### config.mk
export PLATFORM = sky130hd
export DESIGN_NAME = trace_debugger
export DESIGN_NICKNAME = d
export VERILOG_FILES = /design/src/source/trdb_pkg.sv /design/src/source/trdb_decode.sv /design/src/source/trdb_branch_map.sv /design/src/source/trdb_execute.sv /design/src/source/trdb_result.sv /design/src/source/trace_debugger.sv
export VERILOG_INCLUDE_DIRS = /design/src /design/src/include
export SDC_FILE = /design/constraint.sdc
export NUM_CORES = 1
export LEC_CHECK = 0
export ABC_AREA = 1
export BUFFER_PORTS_ARGS = -buffer_cell sky130_fd_sc_hd__buf_2
export CAP_MARGIN = 25
export CORE_ASPECT_RATIO = 1.4
export CORE_MARGIN = 4
export CORE_UTILIZATION = 55
export CTS_CLUSTER_DIAMETER = 120
export DETAILED_ROUTE_END_ITERATION = 16
export PLACE_DENSITY = 0.79
export SLEW_MARGIN = 15
export SYNTH_ARGS = -nofsm -noshare
export SYNTH_HDL_FRONTEND = slang
export SYNTH_SLANG_ARGS = --single-unit
export TNS_END_PERCENT = 5
### constraint.sdc
create_clock -name clk_i -period 3.6 [get_ports clk_i]
set_clock_uncertainty 0.2 [all_clocks]
set_input_delay 0.36 -clock clk_i [delete_from_list [all_inputs] [get_ports clk_i]]
set_output_delay 0.36 -clock clk_i [all_outputs]
set_load 0.02 [all_outputs]
### src/include/trdb_consts.svh
// Width and limit macros for the trace encoder; include wherever a port or counter is sized.
`ifndef TRDB_CONSTS_SVH
`define TRDB_CONSTS_SVH

// address and trap value width
`define TRDB_XLEN 32

// exception or interrupt cause
`define TRDB_CAUSE_LEN 5

// machine mode is 3
`define TRDB_PRIV_LEN 2

// branch map holds at most 31 outcomes
`define TRDB_BMAP_LEN 31
`define TRDB_BCOUNT_LEN 5

// largest packet is the trap packet of 72 bits
`define TRDB_PAYLOAD_LEN 72

// packet length in bytes
`define TRDB_PLEN_LEN 4

// qualified instructions between two forced start packets
`define TRDB_RESYNC_MAX 16

// privilege the encoder assumes out of reset
`define TRDB_PRIV_RESET 3

`endif

### src/source/trdb_pkg.sv
// Shared enums for the trace encoder; modules refer to them as trdb_pkg::name.
`default_nettype none

package trdb_pkg;

    // packet format field
    // format 0 is not produced by this encoder
    typedef enum logic [1:0] {
        F_BRANCH_FULL = 2'd1,
        F_ADDR_ONLY   = 2'd2,
        F_SYNC        = 2'd3
    } trdb_format_e;

    // subformat of format 3 packets
    typedef enum logic [1:0] {
        SF_START = 2'd0,
        SF_TRAP  = 2'd1
    } trdb_sync_subformat_e;

    // why execute decided to send a packet
    // listed from highest to lowest priority after R_NONE
    typedef enum logic [2:0] {
        R_NONE,
        R_START,
        R_TRAP,
        R_PRIVCHANGE,
        R_RESYNC,
        R_UPDISCON,
        R_BMAP_FULL
    } trdb_reason_e;

endpackage

`default_nettype wire

### src/source/trdb_decode.sv
// Instruction staging: samples the retired instruction into this and last stages for execute.
`default_nettype none
`include "trdb_consts.svh"

module trdb_decode (
    input  logic                        clk_i,
    input  logic                        rst_ni,
    input  logic                        inst_valid_i,
    input  logic                        trace_enable_i,
    input  logic                        exception_i,
    input  logic                        interrupt_i,
    input  logic [`TRDB_CAUSE_LEN-1:0]  cause_i,
    input  logic [`TRDB_XLEN-1:0]       tval_i,
    input  logic [`TRDB_PRIV_LEN-1:0]   priv_lvl_i,
    input  logic [`TRDB_XLEN-1:0]       pc_i,
    input  logic                        branch_i,
    input  logic                        branch_taken_i,
    input  logic                        updiscon_i,
    output logic                        tc_valid_o,
    output logic                        tc_qualified_o,
    output logic                        tc_first_qualified_o,
    output logic                        tc_privchange_o,
    output logic                        tc_branch_o,
    output logic                        tc_branch_taken_o,
    output logic [`TRDB_XLEN-1:0]       tc_iaddr_o,
    output logic [`TRDB_PRIV_LEN-1:0]   tc_priv_o,
    output logic                        lc_exception_o,
    output logic                        lc_interrupt_o,
    output logic [`TRDB_CAUSE_LEN-1:0]  lc_cause_o,
    output logic [`TRDB_XLEN-1:0]       lc_tval_o,
    output logic                        lc_updiscon_o
);

    // this stage
    logic                        valid_q;
    logic                        enable_q;
    logic                        exception_q;
    logic                        interrupt_q;
    logic [`TRDB_CAUSE_LEN-1:0]  cause_q;
    logic [`TRDB_XLEN-1:0]       tval_q;
    logic [`TRDB_PRIV_LEN-1:0]   priv_q;
    logic [`TRDB_XLEN-1:0]       pc_q;
    logic                        branch_q;
    logic                        taken_q;
    logic                        updiscon_q;
    // last stage, previous valid instruction
    logic                        lc_qualified_q;
    logic                        lc_exception_q;
    logic                        lc_updiscon_q;
    logic [`TRDB_PRIV_LEN-1:0]   lc_priv_q;
    logic                        lc_interrupt_q;
    logic [`TRDB_CAUSE_LEN-1:0]  lc_cause_q;
    logic [`TRDB_XLEN-1:0]       lc_tval_q;
    logic                        qualified;

    assign qualified = valid_q & enable_q;

    // strobes of the this stage
    always_ff @(posedge clk_i or negedge rst_ni) begin
        if (!rst_ni) begin
            valid_q  <= 1'b0;
            enable_q <= 1'b0;
        end else begin
            valid_q  <= inst_valid_i;
            enable_q <= trace_enable_i;
        end
    end

    // fields only matter while valid_q is high
    always_ff @(posedge clk_i) begin
        exception_q <= exception_i;
        interrupt_q <= interrupt_i;
        cause_q     <= cause_i;
        tval_q      <= tval_i;
        priv_q      <= priv_lvl_i;
        pc_q        <= pc_i;
        branch_q    <= branch_i;
        taken_q     <= branch_taken_i;
        updiscon_q  <= updiscon_i;
    end

    // last stage advances only on a valid this instruction
    always_ff @(posedge clk_i or negedge rst_ni) begin
        if (!rst_ni) begin
            lc_qualified_q <= 1'b0;
            lc_exception_q <= 1'b0;
            lc_updiscon_q  <= 1'b0;
            lc_priv_q      <= `TRDB_PRIV_LEN'(`TRDB_PRIV_RESET);
        end else if (valid_q) begin
            lc_qualified_q <= qualified;
            lc_exception_q <= exception_q;
            lc_updiscon_q  <= updiscon_q;
            lc_priv_q      <= priv_q;
        end
    end

    // trap details for the packet after an exception
    always_ff @(posedge clk_i) begin
        if (valid_q) begin
            lc_interrupt_q <= interrupt_q;
            lc_cause_q     <= cause_q;
            lc_tval_q      <= tval_q;
        end
    end

    assign tc_valid_o           = valid_q;
    assign tc_qualified_o       = qualified;
    // tracing just switched on for this instruction
    assign tc_first_qualified_o = qualified & ~lc_qualified_q;
    assign tc_privchange_o      = valid_q & (priv_q != lc_priv_q);
    assign tc_branch_o          = branch_q;
    assign tc_branch_taken_o    = taken_q;
    assign tc_iaddr_o           = pc_q;
    assign tc_priv_o            = priv_q;
    assign lc_exception_o       = lc_exception_q;
    assign lc_interrupt_o       = lc_interrupt_q;
    assign lc_cause_o           = lc_cause_q;
    assign lc_tval_o            = lc_tval_q;
    assign lc_updiscon_o        = lc_updiscon_q;

endmodule

`default_nettype wire

### src/source/trdb_branch_map.sv
// Branch map storage: records conditional branch outcomes until execute flushes on a packet.
`default_nettype none
`include "trdb_consts.svh"

module trdb_branch_map (
    input  logic                         clk_i,
    input  logic                         rst_ni,
    input  logic                         record_i,
    input  logic                         taken_i,
    input  logic                         flush_i,
    output logic [`TRDB_BMAP_LEN-1:0]    map_o,
    output logic [`TRDB_BCOUNT_LEN-1:0]  count_o,
    output logic                         full_o
);

    logic [`TRDB_BMAP_LEN-1:0]    map_q;
    logic [`TRDB_BCOUNT_LEN-1:0]  count_q;

    // no room left once count reaches capacity
    assign full_o = (count_q == `TRDB_BCOUNT_LEN'(`TRDB_BMAP_LEN));

    always_ff @(posedge clk_i or negedge rst_ni) begin
        if (!rst_ni) begin
            map_q   <= '0;
            count_q <= '0;
        end else if (flush_i) begin
            // flush wins over a record in the same cycle
            // the recorded bit already went out in the snapshot
            map_q   <= '0;
            count_q <= '0;
        end else if (record_i && !full_o) begin
            // not taken is stored as 1
            map_q[count_q] <= ~taken_i;
            count_q        <= count_q + 1'b1;
        end
    end

    assign map_o   = map_q;
    assign count_o = count_q;

endmodule

`default_nettype wire

### src/source/trdb_execute.sv
// Packet priority for the this instruction; also owns the branch map and resync counter.
`default_nettype none
`include "trdb_consts.svh"

module trdb_execute (
    input  logic                         clk_i,
    input  logic                         rst_ni,
    input  logic                         tc_valid_i,
    input  logic                         tc_qualified_i,
    input  logic                         tc_first_qualified_i,
    input  logic                         tc_privchange_i,
    input  logic                         tc_branch_i,
    input  logic                         tc_branch_taken_i,
    input  logic                         lc_exception_i,
    input  logic                         lc_updiscon_i,
    output logic                         emit_o,
    output trdb_pkg::trdb_reason_e       reason_o,
    output logic [`TRDB_BCOUNT_LEN-1:0]  bcount_o,
    output logic [`TRDB_BMAP_LEN-1:0]    bmap_o
);

    logic                                  qual;
    logic                                  add_branch;
    logic                                  resync_due;
    logic                                  sync_pkt;
    logic [`TRDB_BMAP_LEN-1:0]             map;
    logic [`TRDB_BCOUNT_LEN-1:0]           count;
    logic                                  map_full;
    logic [$clog2(`TRDB_RESYNC_MAX)-1:0]   resync_q;
    trdb_pkg::trdb_reason_e                reason;

    // qualified already implies valid
    assign qual       = tc_valid_i & tc_qualified_i;
    assign add_branch = qual & tc_branch_i & ~map_full;

    trdb_branch_map i_branch_map (
        .clk_i    (clk_i),
        .rst_ni   (rst_ni),
        .record_i (add_branch),
        .taken_i  (tc_branch_taken_i),
        .flush_i  (emit_o),
        .map_o    (map),
        .count_o  (count),
        .full_o   (map_full)
    );

    // stored map plus the outcome of this branch
    always_comb begin
        bmap_o   = map;
        bcount_o = count;
        if (add_branch) begin
            bmap_o[count] = ~tc_branch_taken_i;
            bcount_o      = count + 1'b1;
        end
    end

    assign resync_due = (32'(resync_q) == `TRDB_RESYNC_MAX - 1);

    // fixed priority, highest first
    always_comb begin
        reason = trdb_pkg::R_NONE;
        if (qual) begin
            if (tc_first_qualified_i) begin
                reason = trdb_pkg::R_START;
            end else if (lc_exception_i) begin
                reason = trdb_pkg::R_TRAP;
            end else if (tc_privchange_i) begin
                reason = trdb_pkg::R_PRIVCHANGE;
            end else if (resync_due) begin
                reason = trdb_pkg::R_RESYNC;
            end else if (lc_updiscon_i) begin
                reason = trdb_pkg::R_UPDISCON;
            end else if (bcount_o == `TRDB_BCOUNT_LEN'(`TRDB_BMAP_LEN)) begin
                reason = trdb_pkg::R_BMAP_FULL;
            end
        end
    end

    // format 3 reasons restart the resync window
    assign sync_pkt = reason inside {trdb_pkg::R_START, trdb_pkg::R_TRAP,
                                     trdb_pkg::R_PRIVCHANGE, trdb_pkg::R_RESYNC};

    always_ff @(posedge clk_i or negedge rst_ni) begin
        if (!rst_ni) begin
            resync_q <= '0;
        end else if (qual) begin
            if (sync_pkt) begin
                resync_q <= '0;
            end else begin
                resync_q <= resync_q + 1'b1;
            end
        end
    end

    assign reason_o = reason;
    assign emit_o   = (reason != trdb_pkg::R_NONE);

endmodule

`default_nettype wire

### src/source/trdb_result.sv
// Packet assembly: picks format and payload layout from the reason and registers the packet.
`default_nettype none
`include "trdb_consts.svh"

module trdb_result (
    input  logic                          clk_i,
    input  logic                          rst_ni,
    input  logic                          emit_i,
    input  trdb_pkg::trdb_reason_e        reason_i,
    input  logic [`TRDB_BCOUNT_LEN-1:0]   bcount_i,
    input  logic [`TRDB_BMAP_LEN-1:0]     bmap_i,
    input  logic [`TRDB_XLEN-1:0]         tc_iaddr_i,
    input  logic [`TRDB_PRIV_LEN-1:0]     tc_priv_i,
    input  logic                          lc_interrupt_i,
    input  logic [`TRDB_CAUSE_LEN-1:0]    lc_cause_i,
    input  logic [`TRDB_XLEN-1:0]         lc_tval_i,
    output logic                          packet_valid_o,
    output logic [1:0]                    packet_format_o,
    output logic [1:0]                    packet_subformat_o,
    output logic [`TRDB_PLEN_LEN-1:0]     packet_length_o,
    output logic [`TRDB_PAYLOAD_LEN-1:0]  packet_payload_o
);

    logic [1:0]                    format_d;
    logic [1:0]                    subformat_d;
    logic [`TRDB_PLEN_LEN-1:0]     length_d;
    logic [`TRDB_PAYLOAD_LEN-1:0]  payload_d;

    // fields packed lsb first and upper bits left at zero
    always_comb begin
        format_d    = '0;
        subformat_d = '0;
        length_d    = '0;
        payload_d   = '0;
        if (emit_i) begin
            case (reason_i)
                trdb_pkg::R_START, trdb_pkg::R_PRIVCHANGE, trdb_pkg::R_RESYNC: begin
                    format_d    = trdb_pkg::F_SYNC;
                    subformat_d = trdb_pkg::SF_START;
                    length_d    = `TRDB_PLEN_LEN'(5);
                    payload_d   = `TRDB_PAYLOAD_LEN'({tc_iaddr_i, tc_priv_i});
                end
                trdb_pkg::R_TRAP: begin
                    format_d    = trdb_pkg::F_SYNC;
                    subformat_d = trdb_pkg::SF_TRAP;
                    length_d    = `TRDB_PLEN_LEN'(9);
                    payload_d   = `TRDB_PAYLOAD_LEN'({lc_tval_i, lc_cause_i, lc_interrupt_i,
                                                      tc_iaddr_i, tc_priv_i});
                end
                trdb_pkg::R_UPDISCON, trdb_pkg::R_BMAP_FULL: begin
                    // jump with nothing in the map needs only the address
                    if (reason_i == trdb_pkg::R_UPDISCON && bcount_i == '0) begin
                        format_d  = trdb_pkg::F_ADDR_ONLY;
                        length_d  = `TRDB_PLEN_LEN'(4);
                        payload_d = `TRDB_PAYLOAD_LEN'(tc_iaddr_i);
                    end else begin
                        format_d  = trdb_pkg::F_BRANCH_FULL;
                        length_d  = `TRDB_PLEN_LEN'(9);
                        payload_d = `TRDB_PAYLOAD_LEN'({tc_iaddr_i, bmap_i, bcount_i});
                    end
                end
                default: ;
            endcase
        end
    end

    // one-cycle pulse and everything zero between packets
    always_ff @(posedge clk_i or negedge rst_ni) begin
        if (!rst_ni) begin
            packet_valid_o     <= 1'b0;
            packet_format_o    <= '0;
            packet_subformat_o <= '0;
            packet_length_o    <= '0;
            packet_payload_o   <= '0;
        end else begin
            packet_valid_o     <= emit_i;
            packet_format_o    <= format_d;
            packet_subformat_o <= subformat_d;
            packet_length_o    <= length_d;
            packet_payload_o   <= payload_d;
        end
    end

endmodule

`default_nettype wire

### src/source/trace_debugger.sv
// Trace encoder top level; connect the core retire port and take packets from the outputs.
`default_nettype none
`include "trdb_consts.svh"

module trace_debugger (
    input  logic                          clk_i,
    input  logic                          rst_ni,
    input  logic                          inst_valid_i,
    input  logic                          trace_enable_i,
    input  logic                          exception_i,
    input  logic                          interrupt_i,
    input  logic [`TRDB_CAUSE_LEN-1:0]    cause_i,
    input  logic [`TRDB_XLEN-1:0]         tval_i,
    input  logic [`TRDB_PRIV_LEN-1:0]     priv_lvl_i,
    input  logic [`TRDB_XLEN-1:0]         pc_i,
    input  logic                          branch_i,
    input  logic                          branch_taken_i,
    input  logic                          updiscon_i,
    output logic                          packet_valid_o,
    output logic [1:0]                    packet_format_o,
    output logic [1:0]                    packet_subformat_o,
    output logic [`TRDB_PLEN_LEN-1:0]     packet_length_o,
    output logic [`TRDB_PAYLOAD_LEN-1:0]  packet_payload_o
);

    // this stage
    logic                         tc_valid;
    logic                         tc_qualified;
    logic                         tc_first_qualified;
    logic                         tc_privchange;
    logic                         tc_branch;
    logic                         tc_branch_taken;
    logic [`TRDB_XLEN-1:0]        tc_iaddr;
    logic [`TRDB_PRIV_LEN-1:0]    tc_priv;
    // last stage
    logic                         lc_exception;
    logic                         lc_interrupt;
    logic [`TRDB_CAUSE_LEN-1:0]   lc_cause;
    logic [`TRDB_XLEN-1:0]        lc_tval;
    logic                         lc_updiscon;
    // execute to result
    logic                         emit;
    trdb_pkg::trdb_reason_e       reason;
    logic [`TRDB_BCOUNT_LEN-1:0]  bcount;
    logic [`TRDB_BMAP_LEN-1:0]    bmap;

    trdb_decode i_decode (
        .clk_i, .rst_ni, .inst_valid_i, .trace_enable_i, .exception_i, .interrupt_i,
        .cause_i, .tval_i, .priv_lvl_i, .pc_i, .branch_i, .branch_taken_i, .updiscon_i,
        .tc_valid_o           (tc_valid),
        .tc_qualified_o       (tc_qualified),
        .tc_first_qualified_o (tc_first_qualified),
        .tc_privchange_o      (tc_privchange),
        .tc_branch_o          (tc_branch),
        .tc_branch_taken_o    (tc_branch_taken),
        .tc_iaddr_o           (tc_iaddr),
        .tc_priv_o            (tc_priv),
        .lc_exception_o       (lc_exception),
        .lc_interrupt_o       (lc_interrupt),
        .lc_cause_o           (lc_cause),
        .lc_tval_o            (lc_tval),
        .lc_updiscon_o        (lc_updiscon)
    );

    trdb_execute i_execute (
        .clk_i, .rst_ni,
        .tc_valid_i           (tc_valid),
        .tc_qualified_i       (tc_qualified),
        .tc_first_qualified_i (tc_first_qualified),
        .tc_privchange_i      (tc_privchange),
        .tc_branch_i          (tc_branch),
        .tc_branch_taken_i    (tc_branch_taken),
        .lc_exception_i       (lc_exception),
        .lc_updiscon_i        (lc_updiscon),
        .emit_o               (emit),
        .reason_o             (reason),
        .bcount_o             (bcount),
        .bmap_o               (bmap)
    );

    // packet leaves one cycle after the execute decision
    trdb_result i_result (
        .clk_i, .rst_ni,
        .emit_i         (emit),
        .reason_i       (reason),
        .bcount_i       (bcount),
        .bmap_i         (bmap),
        .tc_iaddr_i     (tc_iaddr),
        .tc_priv_i      (tc_priv),
        .lc_interrupt_i (lc_interrupt),
        .lc_cause_i     (lc_cause),
        .lc_tval_i      (lc_tval),
        .packet_valid_o, .packet_format_o, .packet_subformat_o,
        .packet_length_o, .packet_payload_o
    );

endmodule

`default_nettype wire

### Word level (Yosys, flattened, before mapping)

Cells that the tools add are included.

| word-level totals | value |
|---|---|
| latch bits | 0 |
| bits of input ports | 80 |
| register bits | 242 |
| RAM bits | 0 |
| memories | 0 |
| ROM bits | 0 |
| output and inout port bits | 81 |

| cells by class | value |
|---|---|
| reduce and logical (&&, ||, !) cells | 11 |
| shift operators | 0 |
| multiplexer cells | 28 |
| divide/modulo/power cells | 0 |
| $add $sub $neg | 2 |
| multipliers | 0 |
| $lt $le $gt $ge | 2 |
| equal/unequal tests | 10 |
| bitwise logic cells | 9 |

Operators by type and width:

| operator | number |
|---|---|
| one-hot mux 72 bit (3 select lines) | 1 |
| two-way mux 31 bit | 3 |
| two-way mux 72 bit | 1 |
| two-way mux 68 bit | 1 |
| bitwise mux 31 bit | 1 |
| two-way mux 3 bit | 7 |
| two-way mux 5 bit | 3 |
| two-way mux 4 bit | 3 |
| one-hot mux 4 bit (3 select lines) | 1 |
| == test 5 bit, second input constant | 2 |
| == test 3 bit, second input constant | 3 |
| AND 1 bit | 6 |
| == test 3 x 2 -> 1 bit, second input constant | 2 |
| < comparator 5 x 6 -> 1 bit, second input constant | 1 |
| two-way mux 2 bit | 3 |
| adder 5 x 1 -> 5 bit, second input constant | 1 |
| demux 1 bit (select 5 bit) | 1 |
| >= comparator 5 x 1 -> 1 bit, second input constant | 1 |
| zero test 5 bit | 1 |
| adder 4 x 1 -> 4 bit, second input constant | 1 |
| == test 4 bit, second input constant | 1 |
| one-hot mux 2 bit (2 select lines) | 1 |
| nonzero test 4 bit | 1 |
| OR reduction 4 bit | 1 |
| 10 further kinds | 15 |

### Longest topological paths before layout

| depth | value |
|---|---|
| word-level depth | 18 |
| mapped depth | 20 |

### Cells and area by module

From an unflattened synthesis, not the netlist that was laid out.

| unflattened totals | value |
|---|---|
| cell total of the unflattened synthesis | 1,167 |
| area, all modules | 10,102.2 µm² |

By module, submodules not included:

| module | seq. area each (µm²) | cells each | area an instance (µm²) | times used |
|---|---|---|---|---|
| trdb_result | 1,976.9 | 513 | 3,863.7 | 1 |
| trdb_decode | 2,840.2 | 148 | 2,954.1 | 1 |
| trdb_branch_map | 900.9 | 303 | 2,167.1 | 1 |
| trdb_execute | 100.1 | 203 | 1,117.3 | 1 |

### Worst setup path before layout

Ideal clock, no wire load.

| path | value |
|---|---|
| path kind | flip-flop to flip-flop |
| start | register i_decode.valid_q (netlist: i_decode.tc_valid_o) |
| end | register i_result.packet_format_o[0] |
| setup time | 129 ps |
| stages on the path, launching flop included | 17 |
| data required time | 3,271 ps |
| data arrival time | 2,738 ps |
| setup slack | 533 ps |
| cells stage by stage | dfrtp_1 buf_6 nand2_8 inv_4 nand2_4 buf_6 nor2_2 nand2_1 nand2_1 nand3_1 nand2_2 nand3_4 nor2_4 nand2_2 nand2_4 buf_6 nand3_1 |

| between the ends | value |
|---|---|
| word-level cells in the longest chain between the ends | 18 |
| elaborated cells on any way between the ends | 29 |
| those cells by class | eq/ne: 7; mux: 11; bitwise: 6; reduce/logical: 5 |

RTL lines:

| what | line | RTL |
|---|---|---|
| from (decl) | trdb_decode.sv:35 | `logic valid_q;` |
| from (signal assigned) | trdb_decode.sv:64 | `valid_q <= inst_valid_i;` |
| AND 1 bit | trdb_decode.sv:56 | `assign qualified = valid_q & enable_q;` |
| AND 1 bit | trdb_execute.sv:33 | `assign qual = tc_valid_i & tc_qualified_i;` |
| AND 1 bit (2 in series) | trdb_execute.sv:34 | `assign add_branch = qual & tc_branch_i & ~map_full;` |
| two-way mux 5 bit | trdb_execute.sv:51 | `if (add_branch) begin` |
| == test 5 bit | trdb_execute.sv:73 | `` end else if (bcount_o == `TRDB_BCOUNT_LEN'(`TRDB_BMAP_LEN)) begin `` |
| two-way mux 3 bit | trdb_execute.sv:73 |  |
| two-way mux 3 bit | trdb_execute.sv:71 | `end else if (lc_updiscon_i) begin` |
| two-way mux 3 bit | trdb_execute.sv:69 | `end else if (resync_due) begin` |
| (+2 left out) | - |  |
| two-way mux 3 bit | trdb_execute.sv:63 | `if (tc_first_qualified_i) begin` |
| two-way mux 3 bit | trdb_execute.sv:62 | `if (qual) begin` |
| == test 3 bit | trdb_result.sv:36, trdb_result.sv:52 |  |
| logical AND 1 bit | trdb_result.sv:52 | `if (reason_i == trdb_pkg::R_UPDISCON && bcount_i == '0) begin` |
| two-way mux 2 bit | trdb_result.sv:52 |  |
| one-hot mux 2 bit (2 select lines) | trdb_result.sv:36 | `case (reason_i)` |
| two-way mux 2 bit * | trdb_result.sv:35 | `if (emit_i) begin` |
| via i_result.format_d[0] | trdb_result.sv:24 | `logic [1:0] format_d;` |
| to (signal assigned) | trdb_result.sv:77 | `packet_format_o <= format_d;` |
| to (decl) | trdb_result.sv:18 | `output logic [1:0] packet_format_o,` |

Mark *: on every way through the listed nets, which the timed path passes. The rest lies on a longest branch.
A chain may end at the register's enable or synchronous reset.

### Worst setup path in the final report

| path | value |
|---|---|
| start | register i_execute.i_branch_map.count_q[0] (netlist: i_execute.i_branch_map.count_o[0]) |
| end | register i_result.packet_payload_o[23] |

| between the ends | value |
|---|---|
| word-level cells in the longest chain between the ends | 17 |
| elaborated cells on any way between the ends | 34 |
| those cells by class | add/sub: 1; order compare: 2; eq/ne: 8; mux: 15; bitwise: 2; reduce/logical: 6 |

RTL lines:

| what | line | RTL |
|---|---|---|
| from (decl) | trdb_branch_map.sv:17 | `` logic [`TRDB_BCOUNT_LEN-1:0] count_q; `` |
| from (signal assigned) | trdb_branch_map.sv:34 | `count_q <= count_q + 1'b1;` |
| parallel branches: the longest is 16 deep, another holds adder 5 x 1 -> 5 bit | - |  |
| two-way mux 72 bit * | trdb_result.sv:35 |  |
| via i_result.payload_d[23] | trdb_result.sv:27 | `` logic [`TRDB_PAYLOAD_LEN-1:0] payload_d; `` |
| to (signal assigned) | trdb_result.sv:80 | `packet_payload_o <= payload_d;` |
| to (decl) | trdb_result.sv:21 | `` output logic [`TRDB_PAYLOAD_LEN-1:0] packet_payload_o `` |

Mark *: on every way through the listed nets, which the timed path passes.

==> flow_metrics.tcl <==
set metrics [dict create \
    setup_ws_ns 0.370 \
    drv_cap 0 \
    setup.worst_path.start "i_execute.i_branch_map.count_o[0]" \
    critical_path.max_stage_delay_ns 0.45 \
    p_sw_uw 1440 \
    num_io_pins 161 \
    reg2regPathDepth 17 \
    synth_seq_cells 240 \
    pre_cts_ws_ns 0.397 \
    cts.sinks 240 \
    initial_core_util_pct 56.6 \
    synthFlopType "dfrtp_1" \
    htreeDepth 1 \
    yosys-top-cells-area "dfrtp_1 (35%), dfxtp_1 (17%), edfxtp_1 (13%)" \
    antenna_left 0 \
    tritoncts "built" \
    gp_congestion 0.929 \
    drv_slew 0 \
    dieArea_sq_um 18300 \
    rrSetupSlack_ns 0.37 \
    ff_latch_area_sq_um 5820 \
    rr_endpoint "i_result.packet_payload_o[23]" \
    core_sq_um 15700 \
    synthToLayoutAreaGrowth_pct 29.1 \
    async_reset_ff_share_pct 52.5 \
    final_util_pct 73.0 \
    root_buffer "clkbuf_16" \
    cts_buffers 23 \
    post-route-min-period_ns 3.23 \
    gr-total-overflow 0 \
    die_h_um 159 \
    clockPowerShare_pct 40.6 \
    yosysTopAreaCell "dfrtp_1" \
    rows 54 \
    crit_top_cell "nand2_1" \
    syn-cell-area_sq_um 8910 \
    arrival_ns 3.43 \
    grt_max_degree 113 \
    worstPathRequired_ns 3.80 \
    status "completed" \
    period_share_pct 89.7 \
    start_kind "register" \
    grt_pass1_vias 7087 \
    final_cells 1310 \
    critPathBufInv 1 \
    grt_pass1_wl_um 35100 \
    route.detailed.drc 0 \
    final_common_cell "nand2_1" \
    ys_warn_count 0 \
    yosysTopAreaCellShare_pct 34.8 \
    seq_area_frac_synth_pct 65.3 \
    hold_class "primary input to asynchronous set/reset pin" \
    hpwlAfterDp_um 13400 \
    pwr-share-comb_pct 9.6 \
    insertion_delay_ns 0.51 \
    cts_resized 0 \
    maxSlewHeadroom_pct 58.4 \
    power_leakage_uw 0.00594 \
    power_density_nw_per_um2 519 \
    drive_gt1_share_pct 24.0 \
    finalPower_uw 5970 \
    switching_share_pct 24.1 \
    tightest_slew_ns 0.622 \
    cpMaxStageDelayCell "dfrtp_1" \
    setup_violations 0 \
    cp_max_fo 32 \
    criticalPathCategory "register to register" \
    layout.cells.most_common_list "nand2_1 (184), buf_2 (157), dfrtp_1 (123), inv_1 (97), dlygate4sd3_1 (79)" \
    multi_input_area_sq_um 2500 \
    io_buffers 158 \
    crit-reg2reg-launch "i_execute.i_branch_map.count_o[0]" \
    seqPwrFrac_pct 49.9 \
    rsz0062_at_grt "false" \
    routed_via_density 5.10 \
    antenna_found_initial 0 \
    crit_path_end "i_result.packet_payload_o[23]" \
    grt_usage_pct 24.4 \
    place_inst 1188 \
    cp-end-kind "register" \
    diodes 0 \
    clkTransAtPathRegs_ns 0.06 \
    hold_violations 0 \
    cts_max_path_buffers 3 \
    drt-total-wl_um 21900 \
    setup_tns_ns 0 \
    drtPass1Iterations 4 \
    wl_per_cell_um 16.7 \
    irDropWorstVdd_mv 0.519 \
    synth_cell_type_count 38 \
    die_x_um 116 \
    synth_cells 850 \
    timing.fmax_mhz 310 \
    crit_chain "ha_1, nand2_1, nor2_1, ha_1, nor2_2, nand2_4, nand2_1, nand2_1, nor2_1, nand3_1, nand2_2, nand3_4, nor2_4, buf_4, nand3_1, nand3_1, nand2_1" \
    n_fill_cell 1057 \
    crit_family "simple AND/OR/NAND/NOR gates" \
    synth_edf_count 38 \
    fin_nets 1183 \
    synth_area_per_cell_sq_um 10.5 \
    cp.depth 17 \
    intPower_uw 4530 \
    vias 6677 \
    drtIter0Drc 312 \
]
==> synth_stat cells (3+ instances only) <==
master    number
ha_1           6
nor2_2         3
buf_2         22
dfrtp_1      124
clkbuf_1       3
edfxtp_1      38
o21ai_2       27
o21ai_0       29
o21bai_1      32
buf_6          5
inv_1         97
dfxtp_1       76
buf_4          5
nand3_1       78
mux2i_1       19
xnor2_1        3
mux2_2         3
nor3_1         3
nor2_1        65
nand2_2        4
nand4_1        4
nand2_1      184
==> how the worst min path moves through the flow <==
stage                                  end  slack, ns  depth (start not counted)
floorplan                i_decode.enable_q      -0.14                          0
global placement     i_decode.lc_tval_o[4]       0.19                          0
detailed placement  i_decode.lc_tval_o[23]       0.19                          0
CTS                  i_decode.lc_tval_o[7]       0.20                          0
global route        i_decode.lc_tval_o[30]       0.21                          0
finish                   i_decode.enable_q       0.18                          2
==> kinds of logic after synthesis <==
group | after synthesis | share of synthesized area [%]
adders and majority gates | 6 | 0.843
other | 1 | 0.0421
muxes | 22 | 2.51
and+or+nand+nor | 349 | 16.9
xor gates and xnor gates | 4 | 0.393
buffers and inverters | 137 | 6.76
DFF | 240 | 65.3
AOI/OAI and AO/OA | 91 | 7.19
==> per-layer routing <==
layer	vias to the layer above	wire (um)	track usage [%]	part of all wire (%)
met5	-	0	0	0
met4	0	745	9.12	3.4
met3	66	1260	4.11	5.7
met2	219	12000	45.4	55
met1	3201	7950	27.9	36
li1	3191	-	-	-
==> metrics by stage <==
step                hold slack (ns)  cell area (sq um)
floorplan                    -0.136               8910
detailed placement            0.189               9920
global placement              0.186               9920
finish                        0.182              11500
CTS                           0.203              11500
global route                  0.209              11500
==> registers in the layout, summed over array words and instances (netlist names), 2 cells and up <==
| name | flops |
|---|---|
| i_decode.lc_priv_q | 2 |
| i_decode.tval_q | 32 |
| i_decode.cause_q | 5 |
| i_execute.i_branch_map.map_o | 31 |
| i_result.packet_payload_o | 72 |
| i_decode.lc_cause_o | 5 |
| i_decode.lc_tval_o | 32 |
| i_decode.tc_iaddr_o | 32 |
| i_result.packet_length_o | 3 |
| i_decode.tc_priv_o | 2 |
| i_execute.resync_q | 4 |
| i_result.packet_format_o | 2 |
| i_execute.i_branch_map.count_o | 5 |
==> power groups by stage <==
stage,Sequential (uW),Clock [uW],Combinational (uW)
6_report,2980,2420,571
5_1_grt,2990,2580,634
4_1_cts,2980,2450,565
3_5_place_dp,3030,0,496
3_3_place_gp,3030,0,491
2_1_floorplan,3060,0,247
==> layout make-up <==
cell class                      instances  share of cell area [%]
Clock buffer                           31                    5.61
Clock inverter                         11                    1.01
Inverter                              102                    3.36
Multi-Input combinational cell        474                    21.7
Sequential cell                       240                    50.6
Tap cell                              196                    2.13
Timing Repair Buffer                  256                    15.5
==> what timing repair did <==
item,CTS,global route
hold buffers,79,0
buffers inserted,0,0
endpoints found under the hold margin,187,0
No activity file was read; power rests on OpenSTA's default activity.
